===== src/tqv_periph_settings.svh =====
// Peripheral wrapper constants
// Bus widths, slot map and pin reset selection shared by RTL and testbench

`ifndef TQV_PERIPH_SETTINGS_SVH
`define TQV_PERIPH_SETTINGS_SVH

// Core bus
`define TQV_ADDR_W        11
`define TQV_DATA_W        32

// Slot map, 16 full slots and 16 byte slots
`define TQV_SLOT_CNT      16
`define TQV_SLOT_GPIO     1
`define TQV_SLOT_WORDREGS 2

// Output pins and their function select after reset (GPIO)
`define TQV_PIN_CNT       8
`define TQV_PIN_RESET_SEL 5'd1

`endif


===== src/tqv_bus_pkg.sv =====
// Bus types for the peripheral wrapper
// Core request and the requests fanned out to full and byte slots

`default_nettype none

`include "tqv_periph_settings.svh"

package tqv_bus_pkg;

    // Transfer size code, 11 means idle
    typedef enum logic [1:0] {
        XFER_BYTE = 2'b00,
        XFER_HALF = 2'b01,
        XFER_WORD = 2'b10,
        XFER_NONE = 2'b11
    } xfer_size_t;

    typedef struct packed {
        logic [`TQV_ADDR_W-1:0] addr;
        logic [`TQV_DATA_W-1:0] wdata;
        xfer_size_t             write_n;
        xfer_size_t             read_n;
    } bus_req_t;

    typedef struct packed {
        logic [5:0]             offset;
        logic [`TQV_DATA_W-1:0] wdata;
        xfer_size_t             size;
        logic                   wr;     // write active on the bus
    } full_req_t;

    typedef struct packed {
        logic [3:0] offset;
        logic [7:0] wdata;
        logic       wr;
    } byte_req_t;

endpackage

`default_nettype wire


===== src/tqv_pin_pkg.sv =====
// Pin routing types
// One function select per output pin, naming the slot that drives it

`default_nettype none

`include "tqv_periph_settings.svh"

package tqv_pin_pkg;

    typedef struct packed {
        logic       byte_slot;  // set for byte slots, clear for full slots
        logic [3:0] slot;
    } pin_sel_t;

    typedef pin_sel_t [`TQV_PIN_CNT-1:0] pin_sel_arr_t;

endpackage

`default_nettype wire


===== src/tqv_bus_ctrl.sv =====
// Bus controller for the peripheral wrapper
// Decodes the address into full and byte slots, registers read data
// and holds it until the core reports the read complete

`timescale 1ns/1ps
`default_nettype none

`include "tqv_periph_settings.svh"

module tqv_bus_ctrl
    import tqv_bus_pkg::*;
(
    input  wire logic                                       clk,
    input  wire logic                                       rst_n,
    input  wire bus_req_t                                   i_req,
    input  wire logic                                       i_read_complete,
    input  wire logic [`TQV_SLOT_CNT-1:0][`TQV_DATA_W-1:0]  i_full_rdata,
    input  wire logic [`TQV_SLOT_CNT-1:0][7:0]              i_byte_rdata,
    output full_req_t                                       o_full_req,
    output logic [`TQV_SLOT_CNT-1:0]                        o_full_wr_sel,
    output byte_req_t                                       o_byte_req,
    output logic [`TQV_SLOT_CNT-1:0]                        o_byte_wr_sel,
    output logic [`TQV_DATA_W-1:0]                          o_data_out,
    output logic                                            o_data_ready
);

    logic                   byte_space;
    logic [3:0]             full_slot;
    logic [3:0]             byte_slot;
    logic                   write_act;
    logic                   read_act;
    logic                   read_sample;
    logic                   ready_r;
    logic                   hold;
    logic [`TQV_DATA_W-1:0] slot_rdata;

    assign byte_space = i_req.addr[`TQV_ADDR_W-1];
    assign full_slot  = i_req.addr[9:6];
    assign byte_slot  = i_req.addr[7:4];
    assign write_act  = (i_req.write_n != XFER_NONE);
    assign read_act   = (i_req.read_n != XFER_NONE);

    // A held read is not sampled again once ready is up
    assign read_sample = read_act && !ready_r;

    // Shared requests, only the strobe vectors are per slot
    assign o_full_req = '{offset: i_req.addr[5:0], wdata: i_req.wdata,
                          size: i_req.write_n, wr: write_act};
    assign o_byte_req = '{offset: i_req.addr[3:0], wdata: i_req.wdata[7:0],
                          wr: write_act};

    always_comb begin
        o_full_wr_sel = '0;
        o_byte_wr_sel = '0;
        if (write_act) begin
            if (byte_space) begin
                o_byte_wr_sel[byte_slot] = 1'b1;
            end else begin
                o_full_wr_sel[full_slot] = 1'b1;
            end
        end
    end

    assign slot_rdata = byte_space ? {24'h0, i_byte_rdata[byte_slot]} : i_full_rdata[full_slot];

    always_ff @(posedge clk) begin
        if (!rst_n) begin
            hold    <= 1'b0;
            ready_r <= 1'b0;
        end else begin
            if (i_read_complete) begin
                hold <= 1'b0;
            end
            if (read_sample && !hold) begin
                hold <= 1'b1;
            end
            // Every populated slot answers at once, so ready follows the read
            ready_r <= read_act;
        end
    end

    // Captured read data, stable while the hold flag is set
    always_ff @(posedge clk) begin
        if (read_sample && !hold) begin
            o_data_out <= slot_rdata;
        end
    end

    // Writes complete in the cycle they are presented
    assign o_data_ready = ready_r || write_act;

endmodule

`default_nettype wire


===== src/tqv_gpio.sv =====
// GPIO block in full slot 1
// Output register, input pin readback and per-pin output function selects

`timescale 1ns/1ps
`default_nettype none

`include "tqv_periph_settings.svh"

module tqv_gpio
    import tqv_bus_pkg::*;
    import tqv_pin_pkg::*;
(
    input  wire logic                   clk,
    input  wire logic                   rst_n,
    input  wire full_req_t              i_req,
    input  wire logic                   i_wr,
    input  wire logic [7:0]             i_ui_in,
    output logic [`TQV_DATA_W-1:0]      o_rdata,
    output logic [`TQV_PIN_CNT-1:0]     o_gpio_out,
    output pin_sel_arr_t                o_pin_sel
);

    logic       wr_en;
    logic       sel_hit;
    logic [2:0] sel_idx;

    assign wr_en   = i_wr && i_req.wr;

    // Pin selects live at 0x20..0x3C, one word each
    assign sel_hit = i_req.offset[5] && (i_req.offset[1:0] == 2'b00);
    assign sel_idx = i_req.offset[4:2];

    always_ff @(posedge clk) begin
        if (!rst_n) begin
            o_gpio_out <= '0;
            for (int i = 0; i < `TQV_PIN_CNT; i++) begin
                o_pin_sel[i] <= pin_sel_t'(`TQV_PIN_RESET_SEL);
            end
        end else if (wr_en) begin
            if (i_req.offset == 6'h00) begin
                o_gpio_out <= i_req.wdata[7:0];
            end
            if (sel_hit) begin
                o_pin_sel[sel_idx] <= pin_sel_t'(i_req.wdata[4:0]);
            end
        end
    end

    always_comb begin
        o_rdata = '0;
        if (i_req.offset == 6'h00) begin
            o_rdata[7:0] = o_gpio_out;
        end else if (i_req.offset == 6'h04) begin
            o_rdata[7:0] = i_ui_in;
        end else if (sel_hit) begin
            o_rdata[4:0] = o_pin_sel[sel_idx];
        end
    end

endmodule

`default_nettype wire


===== src/tqv_pin_mux.sv =====
// Output pin routing
// Each pin takes its own bit from the pin byte of the slot it selects

`timescale 1ns/1ps
`default_nettype none

`include "tqv_periph_settings.svh"

module tqv_pin_mux
    import tqv_pin_pkg::*;
(
    input  wire pin_sel_arr_t                               i_pin_sel,
    input  wire logic [`TQV_SLOT_CNT-1:0][`TQV_PIN_CNT-1:0] i_full_pins,
    input  wire logic [`TQV_SLOT_CNT-1:0][`TQV_PIN_CNT-1:0] i_byte_pins,
    output logic [`TQV_PIN_CNT-1:0]                         o_uo_out
);

    genvar n;
    generate
        for (n = 0; n < `TQV_PIN_CNT; n++) begin : g_pin
            pin_sel_t sel;
            logic [`TQV_PIN_CNT-1:0] full_byte;
            logic [`TQV_PIN_CNT-1:0] slot_byte;

            assign sel       = i_pin_sel[n];
            assign full_byte = i_full_pins[sel.slot];
            assign slot_byte = i_byte_pins[sel.slot];

            // Byte slot flag picks which space the slot number refers to
            assign o_uo_out[n] = sel.byte_slot ? slot_byte[n] : full_byte[n];
        end
    endgenerate

endmodule

`default_nettype wire


===== src/tqv_word_regs.sv =====
// Full-slot register peripheral
// Four 32-bit registers taking byte, halfword and word writes,
// low byte of register 0 drives the pin byte

`timescale 1ns/1ps
`default_nettype none

`include "tqv_periph_settings.svh"

module tqv_word_regs
    import tqv_bus_pkg::*;
(
    input  wire logic                   clk,
    input  wire logic                   rst_n,
    input  wire full_req_t              i_req,
    input  wire logic                   i_wr,
    output logic [`TQV_DATA_W-1:0]      o_rdata,
    output logic [`TQV_PIN_CNT-1:0]     o_pins
);

    logic [3:0][`TQV_DATA_W-1:0] regs;
    logic                        hit;
    logic [1:0]                  idx;

    // Registers at 0x0, 0x4, 0x8 and 0xC
    assign hit = (i_req.offset[5:4] == 2'b00) && (i_req.offset[1:0] == 2'b00);
    assign idx = i_req.offset[3:2];

    always_ff @(posedge clk) begin
        if (!rst_n) begin
            regs <= '0;
        end else if (i_wr && i_req.wr && hit) begin
            case (i_req.size)
                XFER_BYTE: regs[idx][7:0]  <= i_req.wdata[7:0];
                XFER_HALF: regs[idx][15:0] <= i_req.wdata[15:0];
                XFER_WORD: regs[idx]       <= i_req.wdata;
                default:   regs[idx]       <= regs[idx];
            endcase
        end
    end

    assign o_rdata = hit ? regs[idx] : '0;
    assign o_pins  = regs[0][`TQV_PIN_CNT-1:0];

endmodule

`default_nettype wire


===== src/tqv_byte_regs.sv =====
// Byte-slot register peripheral
// Four 8-bit registers at offsets 0 to 3, register 0 drives the pins

`timescale 1ns/1ps
`default_nettype none

`include "tqv_periph_settings.svh"

module tqv_byte_regs
    import tqv_bus_pkg::*;
(
    input  wire logic                   clk,
    input  wire logic                   rst_n,
    input  wire byte_req_t              i_req,
    input  wire logic                   i_wr,
    output logic [7:0]                  o_rdata,
    output logic [`TQV_PIN_CNT-1:0]     o_pins
);

    logic [3:0][7:0] regs;
    logic            hit;

    assign hit = (i_req.offset[3:2] == 2'b00);

    always_ff @(posedge clk) begin
        if (!rst_n) begin
            regs <= '0;
        end else if (i_wr && i_req.wr && hit) begin
            regs[i_req.offset[1:0]] <= i_req.wdata;
        end
    end

    assign o_rdata = hit ? regs[i_req.offset[1:0]] : 8'h00;
    assign o_pins  = regs[0];

endmodule

`default_nettype wire


===== src/tqv_periph_top.sv =====
// Peripheral wrapper top level
// Bus controller, GPIO, one full-slot register block in slot 2,
// byte register blocks in byte slots 0 and 1, and the pin router

`timescale 1ns/1ps
`default_nettype none

`include "tqv_periph_settings.svh"

module tqv_periph_top
    import tqv_bus_pkg::*;
    import tqv_pin_pkg::*;
(
    input  wire logic                       clk,
    input  wire logic                       rst_n,
    input  wire logic [7:0]                 i_ui_in,
    output logic [`TQV_PIN_CNT-1:0]         o_uo_out,
    input  wire logic [`TQV_ADDR_W-1:0]     i_addr,
    input  wire logic [`TQV_DATA_W-1:0]     i_data,
    input  wire xfer_size_t                 i_data_write_n,
    input  wire xfer_size_t                 i_data_read_n,
    output logic [`TQV_DATA_W-1:0]          o_data_out,
    output logic                            o_data_ready,
    input  wire logic                       i_data_read_complete
);

    bus_req_t                                   bus_req;
    full_req_t                                  full_req;
    byte_req_t                                  byte_req;
    logic [`TQV_SLOT_CNT-1:0]                   full_wr_sel;
    logic [`TQV_SLOT_CNT-1:0]                   byte_wr_sel;
    logic [`TQV_SLOT_CNT-1:0][`TQV_DATA_W-1:0]  full_rdata;
    logic [`TQV_SLOT_CNT-1:0][7:0]              byte_rdata;
    logic [`TQV_SLOT_CNT-1:0][`TQV_PIN_CNT-1:0] full_pins;
    logic [`TQV_SLOT_CNT-1:0][`TQV_PIN_CNT-1:0] byte_pins;
    pin_sel_arr_t                               pin_sel;
    logic [`TQV_DATA_W-1:0]                     gpio_rdata;
    logic [`TQV_PIN_CNT-1:0]                    gpio_pins;
    logic [`TQV_DATA_W-1:0]                     word_rdata;
    logic [`TQV_PIN_CNT-1:0]                    word_pins;
    logic [1:0][7:0]                            breg_rdata;
    logic [1:0][`TQV_PIN_CNT-1:0]               breg_pins;

    assign bus_req = '{addr: i_addr, wdata: i_data,
                       write_n: i_data_write_n, read_n: i_data_read_n};

    tqv_bus_ctrl u_bus_ctrl (
        .clk             (clk),
        .rst_n           (rst_n),
        .i_req           (bus_req),
        .i_read_complete (i_data_read_complete),
        .i_full_rdata    (full_rdata),
        .i_byte_rdata    (byte_rdata),
        .o_full_req      (full_req),
        .o_full_wr_sel   (full_wr_sel),
        .o_byte_req      (byte_req),
        .o_byte_wr_sel   (byte_wr_sel),
        .o_data_out      (o_data_out),
        .o_data_ready    (o_data_ready)
    );

    tqv_gpio u_gpio (
        .clk        (clk),
        .rst_n      (rst_n),
        .i_req      (full_req),
        .i_wr       (full_wr_sel[`TQV_SLOT_GPIO]),
        .i_ui_in    (i_ui_in),
        .o_rdata    (gpio_rdata),
        .o_gpio_out (gpio_pins),
        .o_pin_sel  (pin_sel)
    );

    tqv_word_regs u_word_regs (
        .clk     (clk),
        .rst_n   (rst_n),
        .i_req   (full_req),
        .i_wr    (full_wr_sel[`TQV_SLOT_WORDREGS]),
        .o_rdata (word_rdata),
        .o_pins  (word_pins)
    );

    // Byte slots 0 and 1
    genvar b;
    generate
        for (b = 0; b < 2; b++) begin : g_byte_regs
            tqv_byte_regs u_byte_regs (
                .clk     (clk),
                .rst_n   (rst_n),
                .i_req   (byte_req),
                .i_wr    (byte_wr_sel[b]),
                .o_rdata (breg_rdata[b]),
                .o_pins  (breg_pins[b])
            );
        end
    endgenerate

    // Unpopulated slots read zero and drive no pins
    always_comb begin
        full_rdata = '0;
        full_pins  = '0;
        byte_rdata = '0;
        byte_pins  = '0;
        full_rdata[`TQV_SLOT_GPIO]     = gpio_rdata;
        full_pins[`TQV_SLOT_GPIO]      = gpio_pins;
        full_rdata[`TQV_SLOT_WORDREGS] = word_rdata;
        full_pins[`TQV_SLOT_WORDREGS]  = word_pins;
        byte_rdata[1:0]                = breg_rdata;
        byte_pins[1:0]                 = breg_pins;
    end

    tqv_pin_mux u_pin_mux (
        .i_pin_sel   (pin_sel),
        .i_full_pins (full_pins),
        .i_byte_pins (byte_pins),
        .o_uo_out    (o_uo_out)
    );

endmodule

`default_nettype wire


===== config.mk =====
export PLATFORM = sky130hd
export DESIGN_NAME = tqv_periph_top
export DESIGN_NICKNAME = d
export VERILOG_FILES = /design/src/tqv_bus_pkg.sv /design/src/tqv_pin_pkg.sv /design/src/tqv_bus_ctrl.sv /design/src/tqv_gpio.sv /design/src/tqv_pin_mux.sv /design/src/tqv_word_regs.sv /design/src/tqv_byte_regs.sv /design/src/tqv_periph_top.sv
export VERILOG_INCLUDE_DIRS = /design/src
export SDC_FILE = /design/constraint.sdc
export NUM_CORES = 1
export LEC_CHECK = 0
export BUFFER_PORTS_ARGS = -buffer_cell sky130_fd_sc_hd__buf_2
export CAP_MARGIN = 20
export CORE_MARGIN = 1
export CORE_UTILIZATION = 41
export CTS_CLUSTER_SIZE = 28
export DETAILED_ROUTE_END_ITERATION = 10
export GPL_TIMING_DRIVEN = 0
export PLACE_DENSITY = 0.54
export SLEW_MARGIN = 20
export SYNTH_ARGS = -nofsm -noshare
export SYNTH_HDL_FRONTEND = slang
export SYNTH_HIERARCHICAL = 1
export SYNTH_SLANG_ARGS = --single-unit

===== constraint.sdc =====
create_clock -name clk -period 4.7 [get_ports clk]
set_input_delay 0.94 -clock clk [delete_from_list [all_inputs] [get_ports clk]]
set_output_delay 0.94 -clock clk [all_outputs]
set_load 0.01 [all_outputs]

Word-level counts from Yosys, hierarchy flattened
Index checks and enable logic that the tools add are counted.
{ "word_totals": {"register_bits": 274} }
{ "op_classes": {"magnitude_cmp": 18, "n_eq_ne": 5, "n_mux": 88, "reduce_logical": 27} }
{ "ops": {"columns": ["operator", "n"], "rows": [
  ["$bmux 8 s4", 17],
  ["$bwmux 128", 4],
  ["$pmux 128 s3", 1],
  ["$demux 32 s2", 3],
  ["$bmux 32 s4", 1],
  ["$mux 32", 4],
  ["$mux 8", 11],
  ["$bmux 32 s2", 1],
  ["$bwmux 32", 2],
  ["$lt 4x5->1 const B", 10],
  ["$bwmux 40", 1],
  ["$bmux 8 s2", 2],
  ["$mux 5", 6],
  ["$demux 8 s2", 1],
  ["$logic_and 1x1->1", 16],
  ["$mux 16", 1],
  ["$bmux 5 s3", 1],
  ["$demux 5 s3", 1],
  ["$mux 3", 5],
  ["$mux 1", 14],
  ["$mux 7", 2],
  ["$mux 6", 2],
  ["$demux 1 s4", 2],
  ["$ge 4x1->1 const B", 2],
  ["16 further kinds", 28]
]} }

Longest topological paths before layout
Gate-level depths: netlist of the first run.
{ "logic_depth": {"depth_word": 8, "mapped_depth": 12} }

Cells and area by module
The synthesis of the first run kept the hierarchy.
{ "by_module_without_submodules": {"columns": ["mod", "instances", "cells_each", "area_each_um2", "seq_area_each_um2"], "rows": [
  ["tqv_bus_ctrl", 1, 525, 6816.5, 1001.0],
  ["tqv_word_regs", 1, 649, 6301.0, 2562.5],
  ["tqv_byte_regs", 2, 145, 1540.2, 640.6],
  ["tqv_gpio", 1, 259, 2561.2, 960.9],
  ["tqv_pin_mux", 1, 325, 2532.4, 0.0],
  ["tqv_periph_top", 1, 1, 3.8, 0.0]
]} }

Worst setup path before layout of the first run
Ideal clock, no wire load.
{ "synth_timing": {"kind": "input to register", "start": "input port i_data_read_n[0]", "end": "register u_bus_ctrl.o_data_out[0] (enable)", "setup_ns": 0.473, "arrival_time_ns": 3.441, "setup_slack_ns": 0.787, "stages": 1, "n_path_buf": 0, "cell_sequence": "a211oi_1"} }
{ "synth_via": {"elab_chain_cells": 3} }
{ "synth_lines": {"columns": ["element", "line_no", "source"], "rows": [
  ["start: declaration", "tqv_periph_top.sv:21", "input wire xfer_size_t i_data_read_n,"],
  ["$ne 2x2->1", "tqv_bus_ctrl.sv:41", "assign read_act = (i_req.read_n != XFER_NONE);"],
  ["$logic_and 1x1->1", "tqv_bus_ctrl.sv:44", "assign read_sample = read_act && !ready_r;"],
  ["$logic_and 1x1->1", "tqv_bus_ctrl.sv:84", "if (read_sample && !hold) begin"],
  ["end signal: assignment", "tqv_bus_ctrl.sv:85", "o_data_out <= slot_rdata;"],
  ["end: declaration", "tqv_bus_ctrl.sv:23", "output logic [`TQV_DATA_W-1:0] o_data_out,"]
]} }
No other way between the ends.
A chain may end at the register's enable or synchronous reset.

Worst setup path in the final report of the first run
{ "layout_timing": {"start": "input port i_addr[7]", "end": "register u_word_regs/regs[8] (netlist name)"} }
{ "layout_via": {"elab_chain_cells": 8, "word_cells_on_any_way": 9} }
{ "layout_lines": {"columns": ["element", "line_no", "source"], "rows": [
  ["start: declaration", "tqv_periph_top.sv:18", "input wire logic [`TQV_ADDR_W-1:0] i_addr,"],
  ["$lt 4x5->1 (implied by the code) / $ge 4x1->1 (equally long branches)", "tqv_bus_ctrl.sv:59", "o_full_wr_sel[full_slot] = 1'b1;"],
  ["$logic_and 1x1->1 (implied by the code)", "tqv_bus_ctrl.sv:59", null],
  ["$mux 1 (implied by the code)", "tqv_bus_ctrl.sv:59", null],
  ["$demux 1 s4 (*)", null, null],
  ["$mux 3 (*)", "tqv_bus_ctrl.sv:56", "if (byte_space) begin"],
  ["$mux 3 (*)", "tqv_bus_ctrl.sv:55", "if (write_act) begin"],
  ["named net full_wr_sel[2]", "tqv_periph_top.sv:30", "logic [`TQV_SLOT_CNT-1:0] full_wr_sel;"],
  ["$logic_and 1x1->1 (*) (2 in series)", "tqv_word_regs.sv:32", "end else if (i_wr && i_req.wr && hit) begin"],
  ["end signal: indexed assignment", "tqv_word_regs.sv:34", "XFER_BYTE: regs[idx][7:0] <= i_req.wdata[7:0];"],
  ["end signal: indexed assignment", "tqv_word_regs.sv:35", "XFER_HALF: regs[idx][15:0] <= i_req.wdata[15:0];"],
  ["end signal: indexed assignment", "tqv_word_regs.sv:36", "XFER_WORD: regs[idx] <= i_req.wdata;"],
  ["end: declaration", "tqv_word_regs.sv:21", "logic [3:0][`TQV_DATA_W-1:0] regs;"]
]} }
Mark *: on every way through the listed nets, which the timed path passes. The rest lies on a longest branch.

==> results.sh, run 1 <==
export IMPL_r2r_end="u_bus_ctrl/o_data_out[3]"
export IMPL_maxCapViolations=0
export IMPL_worstSetupStartpointType="input port"
export IMPL_grt_pass1_wl_um=97400
export IMPL_dr_wl_met2_um=27700
export IMPL_fin_hold_ws_ns=0.455
export IMPL_die_h_um=229
export IMPL_timing_final_crit_share_pct=87.9
export IMPL_fill_cells=4857
export IMPL_htree_levels=2
export IMPL_clk_insertion_delay_late_ns=0.56
export IMPL_via_per_inst=4.88
export IMPL_r2r_cells=7
export IMPL_clock_fmax_ghz=0.242
export IMPL_r2r_slack_ns=2.28
export IMPL_nNetsFinal=2974
export IMPL_drt_wl_total_um=62000
export IMPL_syn_to_final_growth_pct=25.5
export IMPL_drv_slew=0
export IMPL_initial_core_util_pct=41.9
export IMPL_ant_nets=0
export IMPL_critPathKind="in -> reg"
export IMPL_multi_input_area_um2=16500
export IMPL_clockBufferDepth=3
export IMPL_synth_warnings=6
export IMPL_finalInstanceArea_um2=26500
export IMPL_final_util_pct=52.6
export IMPL_p_per_area_nw_per_um2=234
export IMPL_design_die_area_um2=52500
export IMPL_peakVddDrop_mv=0.217
export IMPL_dp_slack_ns=0.162
export IMPL_grt_max_degree=17
export IMPL_routedWlPerCell_um=17.2
export IMPL_final_cells=3614
export IMPL_setup_viol=0
export IMPL_cts_root_buf="clkbuf_16"
export IMPL_status="finished, final reports clean"
export IMPL_top_layer="met4"
export IMPL_cp_data_arrival_time_ns=4.61
export IMPL_crit_start="i_addr[7]"
export IMPL_vias=17600
export IMPL_cts_tree="done"
export IMPL_drive_gt1_share_pct=18.6
export IMPL_drc=0
export IMPL_setup_tns_ns=0
export IMPL_finalPower_mw=6.22
export IMPL_slew_headroom_pct=35.9
export IMPL_crit_fanout=10
export IMPL_hold_viol=0
export IMPL_die_x_um=229
export IMPL_endpoint_kind="flip-flop"
export IMPL_postCtsSetupRepairBufs=0
export IMPL_finClkSkew_ns=0.0229
export IMPL_cts_buffers=35
export IMPL_placedCellCount=3551
export IMPL_port_buffers=60
export IMPL_required_ns=5.18
export IMPL_track_usage_pct=23.8
export IMPL_path_clk_slew_ns=0.06
export IMPL_critPathCapture="u_word_regs/regs[8]"
export IMPL_gp_congestion=0.897
export IMPL_drt_iter0_drc=1068
export IMPL_antenna_found_initial=1
export IMPL_grt_pass1_vias=17000
export IMPL_rsz0062_at_grt="no"
export IMPL_dp_hpwl_um=47400
export IMPL_worstMarginPinSlew_ns=0.955
export IMPL_regArea_um2=5810
export IMPL_synthCells=2011
export IMPL_io_pins=99
export IMPL_synth_area_um2=21100
export IMPL_r2r_start="u_gpio/o_pin_sel[38]"
export IMPL_fin_crit_ns=4.13
export IMPL_met1_length_um=30400
export IMPL_fin_ws_ns=0.570
export IMPL_clock_sinks=274
export IMPL_dr_wl_met3_um=2690
export IMPL_num_rows=82
export IMPL_ctsResizeCount=0
export IMPL_core_um2=50500
export IMPL_postCtsHoldBufs=0
export IMPL_place_area_um2=25300
export IMPL_holdCritPathClass="reg -> reg"
export IMPL_avgSynthCellArea_um2=10.5
export IMPL_p_leak_nw=11.6
export IMPL_firstDrtPassIters=5
export IMPL_grt_overflow=0
state kept, by name, indices dropped and copies added, names as in the netlist:
signal / flops
u_gpio/o_pin_sel: 40
u_bus_ctrl/o_data_out: 32
u_word_regs/o_pins: 8
u_bus_ctrl/ready_r: 1
g_byte_regs.u_byte_regs/o_pins: 16
g_byte_regs.u_byte_regs/regs: 48
u_gpio/o_gpio_out: 8
u_bus_ctrl/hold: 1
u_word_regs/regs: 120
placed cells by master (no fill, tap or decap), drive strengths merged, types with 60 or more instances in the layout:
master,count
buf,279
a22oi,60
nand2,172
mux4,176
conb,808
o2bb2ai,64
nor2b,79
clkbuf,101
o21ai,94
mux2i,372
a21oi,88
dfxtp,242
worst min path at each step:
stage | startpoint | cells after the start | to | slack [ns]
final | g_byte_regs[0].u_byte_regs/regs[26] | 2 | g_byte_regs[0].u_byte_regs/regs[26] | 0.46
after detailed placement | u_word_regs/regs[86] | 1 | u_word_regs/regs[86] | 0.44
after CTS | g_byte_regs[0].u_byte_regs/regs[26] | 2 | g_byte_regs[0].u_byte_regs/regs[26] | 0.46
after global placement | u_word_regs/regs[91] | 1 | u_word_regs/regs[91] | 0.44
after global routing | g_byte_regs[1].u_byte_regs/regs[24] | 2 | g_byte_regs[1].u_byte_regs/regs[24] | 0.47
after floorplan | u_word_regs/regs[53] | 1 | u_word_regs/regs[53] | 0.42
report_power, final:
part	switching (mW)	total [mW]	internal [mW]
clock	1.12	2.78	1.66
combinational	0.563	1.02	0.459
sequential	0.00758	2.41	2.41
total	1.69	6.22	4.53
critical path, cell delays in order:
cell,delay (ns)
buf_2,0.12
buf_4,0.20
buf_4,0.22
buf_2,0.34
nor2b_1,0.17
nand2_1,0.06
nor3_1,0.73
nor4bb_1,0.51
and2_0,0.19
clkbuf_1,0.27
clkbuf_1,0.48
o21ai_0,0.18
a21oi_1,0.19
layout make-up:
class / instances / area share (%)
Timing Repair Buffer: 62 / 1.22
Multi-Input combinational cell: 2271 / 62.2
Inverter: 2 / 0.0283
Buffer: 270 / 6.98
Clock buffer: 48 / 3.75
Tap cell: 672 / 3.17
Sequential cell: 274 / 21.9
Antenna cell: 1 / 0.00943
Clock inverter: 14 / 0.717
routing by layer:
metal | vias up | track usage (%)
met5 | - | 0
met4 | 0 | 5.33
li1 | 8665 | -
met2 | 382 | 37.5
met3 | 84 | 2.54
met1 | 8510 | 34.9
Power figures use the tool's default switching activity.
==> run 2: changes to the inputs <==
PLACE_DENSITY = 0.55   (was 0.54)
SYNTH_HIERARCHICAL = default   (was 1)
clock period = 4.2 ns   (was 4.7 ns; I/O delays follow)
==> run 2 against run 1 <==
Compared with the run above:
- clock power increased by 3%
- combinational power decreased by 61%
- area after synthesis decreased by 39%
- register-to-register slack improved by 0.13 ns
- sequential share of layout area increased by 17 points
- the run now ends with design-rule violations left
- sequential power increased by 11%
==> results.sh, run 2 <==
export IMPL_status="finished, violations left"
export IMPL_failed_checks="design-rule violations"
export IMPL_busiest_layer="met2"
export IMPL_place_area_um2=13800
export IMPL_r2r_cells=4
export IMPL_p_per_area_nw_per_um2=398
export IMPL_yosysMostFrequentCell="dfxtp_1"
export IMPL_cts_tree="done"
export IMPL_die_h_um=179
export IMPL_worstMarginPinSlew_ns=0.934
export IMPL_mostFrequentLayoutCell="dfxtp_1"
export IMPL_cp_slowest_stage_delay_ns=0.79
export IMPL_required_ns=4.68
export IMPL_port_buffers=88
export IMPL_worstSetupStartpointType="input port"
export IMPL_p_int_mw=4.51
export IMPL_power_frac_clock_pct=48.2
export IMPL_clockBufferDepth=3
export IMPL_p_leak_nw=5.39
export IMPL_path_cells="buf_2, buf_2, nor3b_1, nand4_1, nor2_2, mux2i_1"
export IMPL_nNetsFinal=1420
export IMPL_cts_buffers=31
export IMPL_p_sw_share_pct=23.9
export IMPL_design_die_area_um2=32100
export IMPL_syn_to_final_growth_pct=15.9
export IMPL_path_clk_slew_ns=0.06
export IMPL_ys_flop_type="dfxtp_1"
export IMPL_grt_met1_usage_pct=35.9
export IMPL_ctsResizeCount=0
export IMPL_gp_congestion=0.942
export IMPL_peakVddDrop_mv=0.303
export IMPL_crit_start="i_addr[1]"
export IMPL_gr_usage_met2_pct=42.1
export IMPL_dp_hpwl_um=29800
export IMPL_seq_power_share_pct=45.1
export IMPL_finalPower_mw=5.93
export IMPL_cts_root_buf="clkbuf_16"
export IMPL_drive_gt1_share_pct=17.5
export IMPL_cp_data_arrival_time_ns=3.32
export IMPL_diodes=0
export IMPL_final_cell_mix="dfxtp_1, mux2i_1, nand2_1, buf_2, clkbuf_1"
export IMPL_fin_crit_ns=2.84
export IMPL_vias=10100
export IMPL_multi_input_area_um2=6620
export IMPL_grt_pass1_wl_um=61300
export IMPL_yosysSeqAreaShare_pct=45.2
export IMPL_slew_headroom_pct=37.6
export IMPL_r2r_slack_ns=2.41
export IMPL_setup_viol=0
export IMPL_postCtsHoldBufs=0
export IMPL_p_comb_share_pct=6.7
export IMPL_power_switching_mw=1.42
export IMPL_clk_insertion_delay_late_ns=0.56
export IMPL_maxCapViolations=0
export IMPL_critPathCapture="u_gpio.o_pin_sel[16]"
export IMPL_synth_edf_count=32
export IMPL_postCtsSetupRepairBufs=0
export IMPL_r2r_end="u_bus_ctrl.o_data_out[1]"
export IMPL_regArea_um2=5810
export IMPL_syn_num_nets=1297
export IMPL_ys_top_cells_by_count="dfxtp_1, mux2i_1, nand2_1"
export IMPL_drv_slew=0
export IMPL_htree_levels=1
export IMPL_endpoint_kind="flip-flop"
export IMPL_die_x_um=179
export IMPL_drt_iter0_drc=734
export IMPL_synth_area_um2=12900
export IMPL_grt_pass1_vias=9896
export IMPL_yosysTopAreaCell="dfxtp_1"
export IMPL_top_register="u_word_regs.regs"
export IMPL_timing_final_crit_share_pct=67.5
export IMPL_clock_fmax_ghz=0.353
export IMPL_grt_overflow=0
export IMPL_initial_core_util_pct=41.8
export IMPL_crit_fanout=10
export IMPL_holdCritPathClass="reg -> reg"
export IMPL_crit_top_cell="buf_2"
export IMPL_yosysTopAreaCellShare_pct=37.7
export IMPL_synthCells=1239
export IMPL_antenna_found_initial=0
export IMPL_clock_sinks=274
export IMPL_finClkSkew_ns=0.0163
export IMPL_largest_reg_flops=120
export IMPL_synth_warnings=0
export IMPL_ant_nets=0
export IMPL_async_flop_share_pct=0
export IMPL_grtUsageMet3_pct=4.09
export IMPL_critPathKind="in -> reg"
export IMPL_hold_viol=0
export IMPL_core_um2=30700
export IMPL_avgSynthCellArea_um2=10.4
export IMPL_ys_ff_latch=274
export IMPL_reg_top3="u_word_regs.regs (120), g_byte_regs.u_byte_regs.regs (48), u_gpio.o_pin_sel (40)"
export IMPL_firstDrtPassIters=8
export IMPL_io_pins=99
export IMPL_r2r_start="u_gpio.o_pin_sel[26]"
export IMPL_track_usage_pct=25.9
export IMPL_crit_slowest_cell="nor3b_1"
export IMPL_drc=16
export IMPL_routedWlPerCell_um=23.0
export IMPL_finalInstanceArea_um2=14900
export IMPL_grt_max_degree=15
export IMPL_via_per_inst=5.65
export IMPL_synth_cell_types=56
export IMPL_rsz0062_at_grt="no"
export IMPL_synth_area_top_cells="dfxtp_1, mux2i_1, edfxtp_1"
export IMPL_num_rows=64
export IMPL_drt_wl_total_um=41000
export IMPL_fill_cells=2935
run 2: cell families after synthesis:
| family | synth area share [%] |
|---|---|
| buf+inv | 3.45 |
| xor+xnor | 0.0682 |
| compound gates | 8.48 |
| simple gates | 17.0 |
| flops | 45.2 |
| mux | 25.8 |
run 2: stage by stage:
| stage | TNS [ns] | cells | utilization (%) | hold slack, ns | worst slack [ns] |
|---|---|---|---|---|---|
| finish | 0 | 1782 | 48.4 | 0.456 | 1.36 |
| floorplan | 0 | 1239 | - | 0.432 | 0.387 |
| global placement | -62.44 | 1723 | 44.8 | 0.439 | -1.90 |
| detailed placement | 0 | 1725 | 45.0 | 0.447 | 0.956 |
| CTS | 0 | 1782 | 48.4 | 0.458 | 1.47 |
| global route | 0 | 1782 | 48.4 | 0.466 | 1.36 |
run 2: worst min path at each step:
stage | slack [ns] | to | from | cells after the start
final | 0.46 | u_word_regs.regs[80] | u_word_regs.regs[80] | 2
after global placement | 0.44 | u_word_regs.regs[57] | u_word_regs.regs[57] | 2
after CTS | 0.46 | u_word_regs.regs[121] | u_word_regs.regs[121] | 2
after floorplan | 0.43 | g_byte_regs[1].u_byte_regs.regs[21] | g_byte_regs[1].u_byte_regs.regs[21] | 2
after detailed placement | 0.45 | u_word_regs.regs[95] | u_word_regs.regs[95] | 2
after global routing | 0.47 | u_word_regs.regs[94] | u_word_regs.regs[94] | 2
run 2: power by group through the flow:
stage	combinational (mW)	sequential (mW)	clock [mW]
2_1_floorplan	0.203	2.75	0
3_3_place_gp	0.384	2.74	0
3_5_place_dp	0.392	2.73	0
4_1_cts	0.393	2.68	2.90
5_1_grt	0.419	2.68	3.00
6_report	0.397	2.68	2.86
run 2: worst max-delay path: cells and delay by family:
family	cells	cell delay, ns
buf+inv	2	0.35
mux	1	0.25
simple gates	3	1.88
run 2: cell type report:
| class | count | area share [%] |
|---|---|---|
| inverter | 4 | 0.101 |
| sequential | 274 | 39.0 |
| clock buffer | 41 | 5.73 |
| timing repair buffer | 90 | 3.13 |
| tap | 396 | 3.33 |
| multi-input combinational | 867 | 44.4 |
| buffer | 94 | 2.87 |
| clock inverter | 16 | 1.44 |
run 2: metal layers:
layer / wire, µm / part of all wire (%)
met2: 19100 / 46
met3: 2520 / 6.1
met4: 739 / 1.8
met5: 0 / 0
met1: 18700 / 46
==> run 3: changes to the inputs <==
clock period = 2.9 ns   (was 4.2 ns; I/O delays follow)
==> run 3 against run 2 <==
Compared with the run above:
- the run still ends with design-rule violations left
- sequential cell count unchanged
- register-to-register slack got worse by 1.3 ns
- cell count decreased by 0.11%
- critical path depth decreased by 1
- total power increased by 39%
- clock-buffer cell count increased by 11
- highest routed layer unchanged
==> results.sh, run 3 (same netlist as run 2, synthesis figures left out) <==
export IMPL_status="finished, violations left"
export IMPL_failed_checks="design-rule violations"
export IMPL_hp_start="i_data_read_n[1]"
export IMPL_antenna_found_initial=1
export IMPL_cts_tree="done"
export IMPL_track_usage_pct=25.5
export IMPL_mostFrequentLayoutCell="dfxtp_1"
export IMPL_fin_crit_ns=2.51
export IMPL_design_die_area_um2=32100
export IMPL_top_register="u_word_regs.regs"
export IMPL_crit_top_cell="mux2i_1"
export IMPL_cts_root_buf="clkbuf_16"
export IMPL_clockBufferDepth=3
export IMPL_postCtsHoldBufs=0
export IMPL_firstDrtPassIters=8
export IMPL_worstSetupStartpointType="flip-flop"
export IMPL_holdCritPathClass="in -> reg"
export IMPL_critPathKind="reg -> out"
export IMPL_r2r_start="u_gpio.o_pin_sel[26]"
export IMPL_drive_gt1_share_pct=16.8
export IMPL_grt_pass1_wl_um=60700
export IMPL_dp_slack_ns=-0.0736
export IMPL_die_h_um=179
export IMPL_path_cells="mux2i_1, nor2_1, mux2i_1, nor3_1, buf_2"
export IMPL_gp_congestion=0.949
export IMPL_finClkSkew_ns=0.0138
export IMPL_die_x_um=179
export IMPL_maxCapViolations=0
export IMPL_largest_reg_flops=120
export IMPL_via_per_inst=5.61
export IMPL_setup_viol=0
export IMPL_crit_family="flip-flops"
export IMPL_crit_slowest_cell="dfxtp_1"
export IMPL_worstMarginPinSlew_ns=0.864
export IMPL_drt_iter0_drc=818
export IMPL_crit_start="u_gpio.o_pin_sel[20]"
export IMPL_required_ns=2.32
export IMPL_initial_core_util_pct=41.8
export IMPL_rsz0062_at_grt="no"
export IMPL_ant_nets=0
export IMPL_htree_levels=1
export IMPL_finalPower_mw=8.25
export IMPL_grt_overflow=0
export IMPL_final_cell_mix="dfxtp_1, mux2i_1, nand2_1, buf_2, clkbuf_1"
export IMPL_place_area_um2=13800
export IMPL_worstPathBufferInverterCount=1
export IMPL_reg_top3="u_word_regs.regs (120), g_byte_regs.u_byte_regs.regs (48), u_gpio.o_pin_sel (40)"
export IMPL_port_buffers=88
export IMPL_nNetsFinal=1420
export IMPL_ctsResizeCount=0
export IMPL_grt_pass1_vias=9904
export IMPL_grt_max_degree=15
export IMPL_path_clk_slew_ns=0.06
export IMPL_whs_path_depth=2
export IMPL_hold_viol=0
export IMPL_clock_sinks=274
export IMPL_slew_headroom_pct=42.4
export IMPL_vias=9980
export IMPL_fin_ws_ns=0.387
export IMPL_clock_fmax_ghz=0.398
export IMPL_finalInstanceArea_um2=14800
export IMPL_num_rows=64
export IMPL_dp_hpwl_um=29500
export IMPL_clk_insertion_delay_late_ns=0.56
export IMPL_cp_depth=5
export IMPL_routedWlPerCell_um=22.6
export IMPL_p_per_area_nw_per_um2=558
export IMPL_cts_buffers=31
export IMPL_syn_to_final_growth_pct=15.1
export IMPL_timing_final_crit_share_pct=86.7
export IMPL_drc=8
export IMPL_crit_fanout=5
export IMPL_p_leak_nw=5.33
export IMPL_drt_wl_total_um=40300
export IMPL_endpoint_kind="output port"
export IMPL_cp_slowest_stage_delay_ns=0.50
export IMPL_io_pins=99
export IMPL_setup_tns_ns=0
export IMPL_drv_slew=0
export IMPL_cp_data_arrival_time_ns=1.93
export IMPL_postCtsSetupRepairBufs=0
export IMPL_r2r_cells=4
export IMPL_core_um2=30700
export IMPL_peakVddDrop_mv=0.483
## run 3: cell count changes in the layout (fill, tap and decap cells not counted)
cell | previous run | this run
clkbuf_8 | 4 | 6
buf_8 | 1 | 0
inv_6 | 1 | 0
diode_2 | 0 | 1
bufinv_16 | 5 | 1
clkbuf_16 | 31 | 32
buf_6 | 8 | 9
clkinv_2 | 8 | 1
clkinv_4 | 1 | 0
clkinvlp_4 | 1 | 0
clkbuf_1 | 70 | 78
## run 3: final timing paths
path | slack [ns] | to
hold reg to reg | 0.45 | u_word_regs.regs[107]
setup reg to reg | 1.13 | u_bus_ctrl.o_data_out[1]
setup / recovery | 0.39 | o_uo_out[4]
hold / removal | 0.26 | u_bus_ctrl.ready_r
## run 3: final cells by class
class	instances	area, µm²
Multi-Input combinational cell	867	6620
Buffer	94	428
Tap cell	396	495
Clock buffer	52	936
Sequential cell	274	5810
Clock inverter	2	35.0
Timing Repair Buffer	90	463
Antenna cell	1	2.50
Inverter	4	15.0
Fill cell	2916	16000
## run 3: where the power goes
group          total (mW)  leakage [nW]  switching, mW  internal, mW
combinational       0.565          2.59          0.404         0.161
sequential           3.88          2.27        0.00887          3.87
clock                3.81         0.472           1.56          2.25
## run 3: metal layers
layer  GRT usage (%)  vias to the layer above  part of all wire, %  wire length (µm)
met3            3.73                       72                  6.2              2480
met1            35.1                     4891                   45             18000
li1                -                     4688                    -                 -
met2            41.0                      329                   46             18500
met4            8.19                        0                  3.1              1240
met5               0                        -                    0                 0
## run 3: through the flow
| stage | hold slack (ns) | std cells | util [%] |
|---|---|---|---|
| CTS | 0.236 | 1779 | 48.1 |
| floorplan | 0.432 | 1239 | - |
| global placement | 0.438 | 1723 | 44.9 |
| finish | 0.255 | 1780 | 48.1 |
| detailed placement | 0.447 | 1725 | 45.0 |
| global route | 0.243 | 1780 | 48.1 |
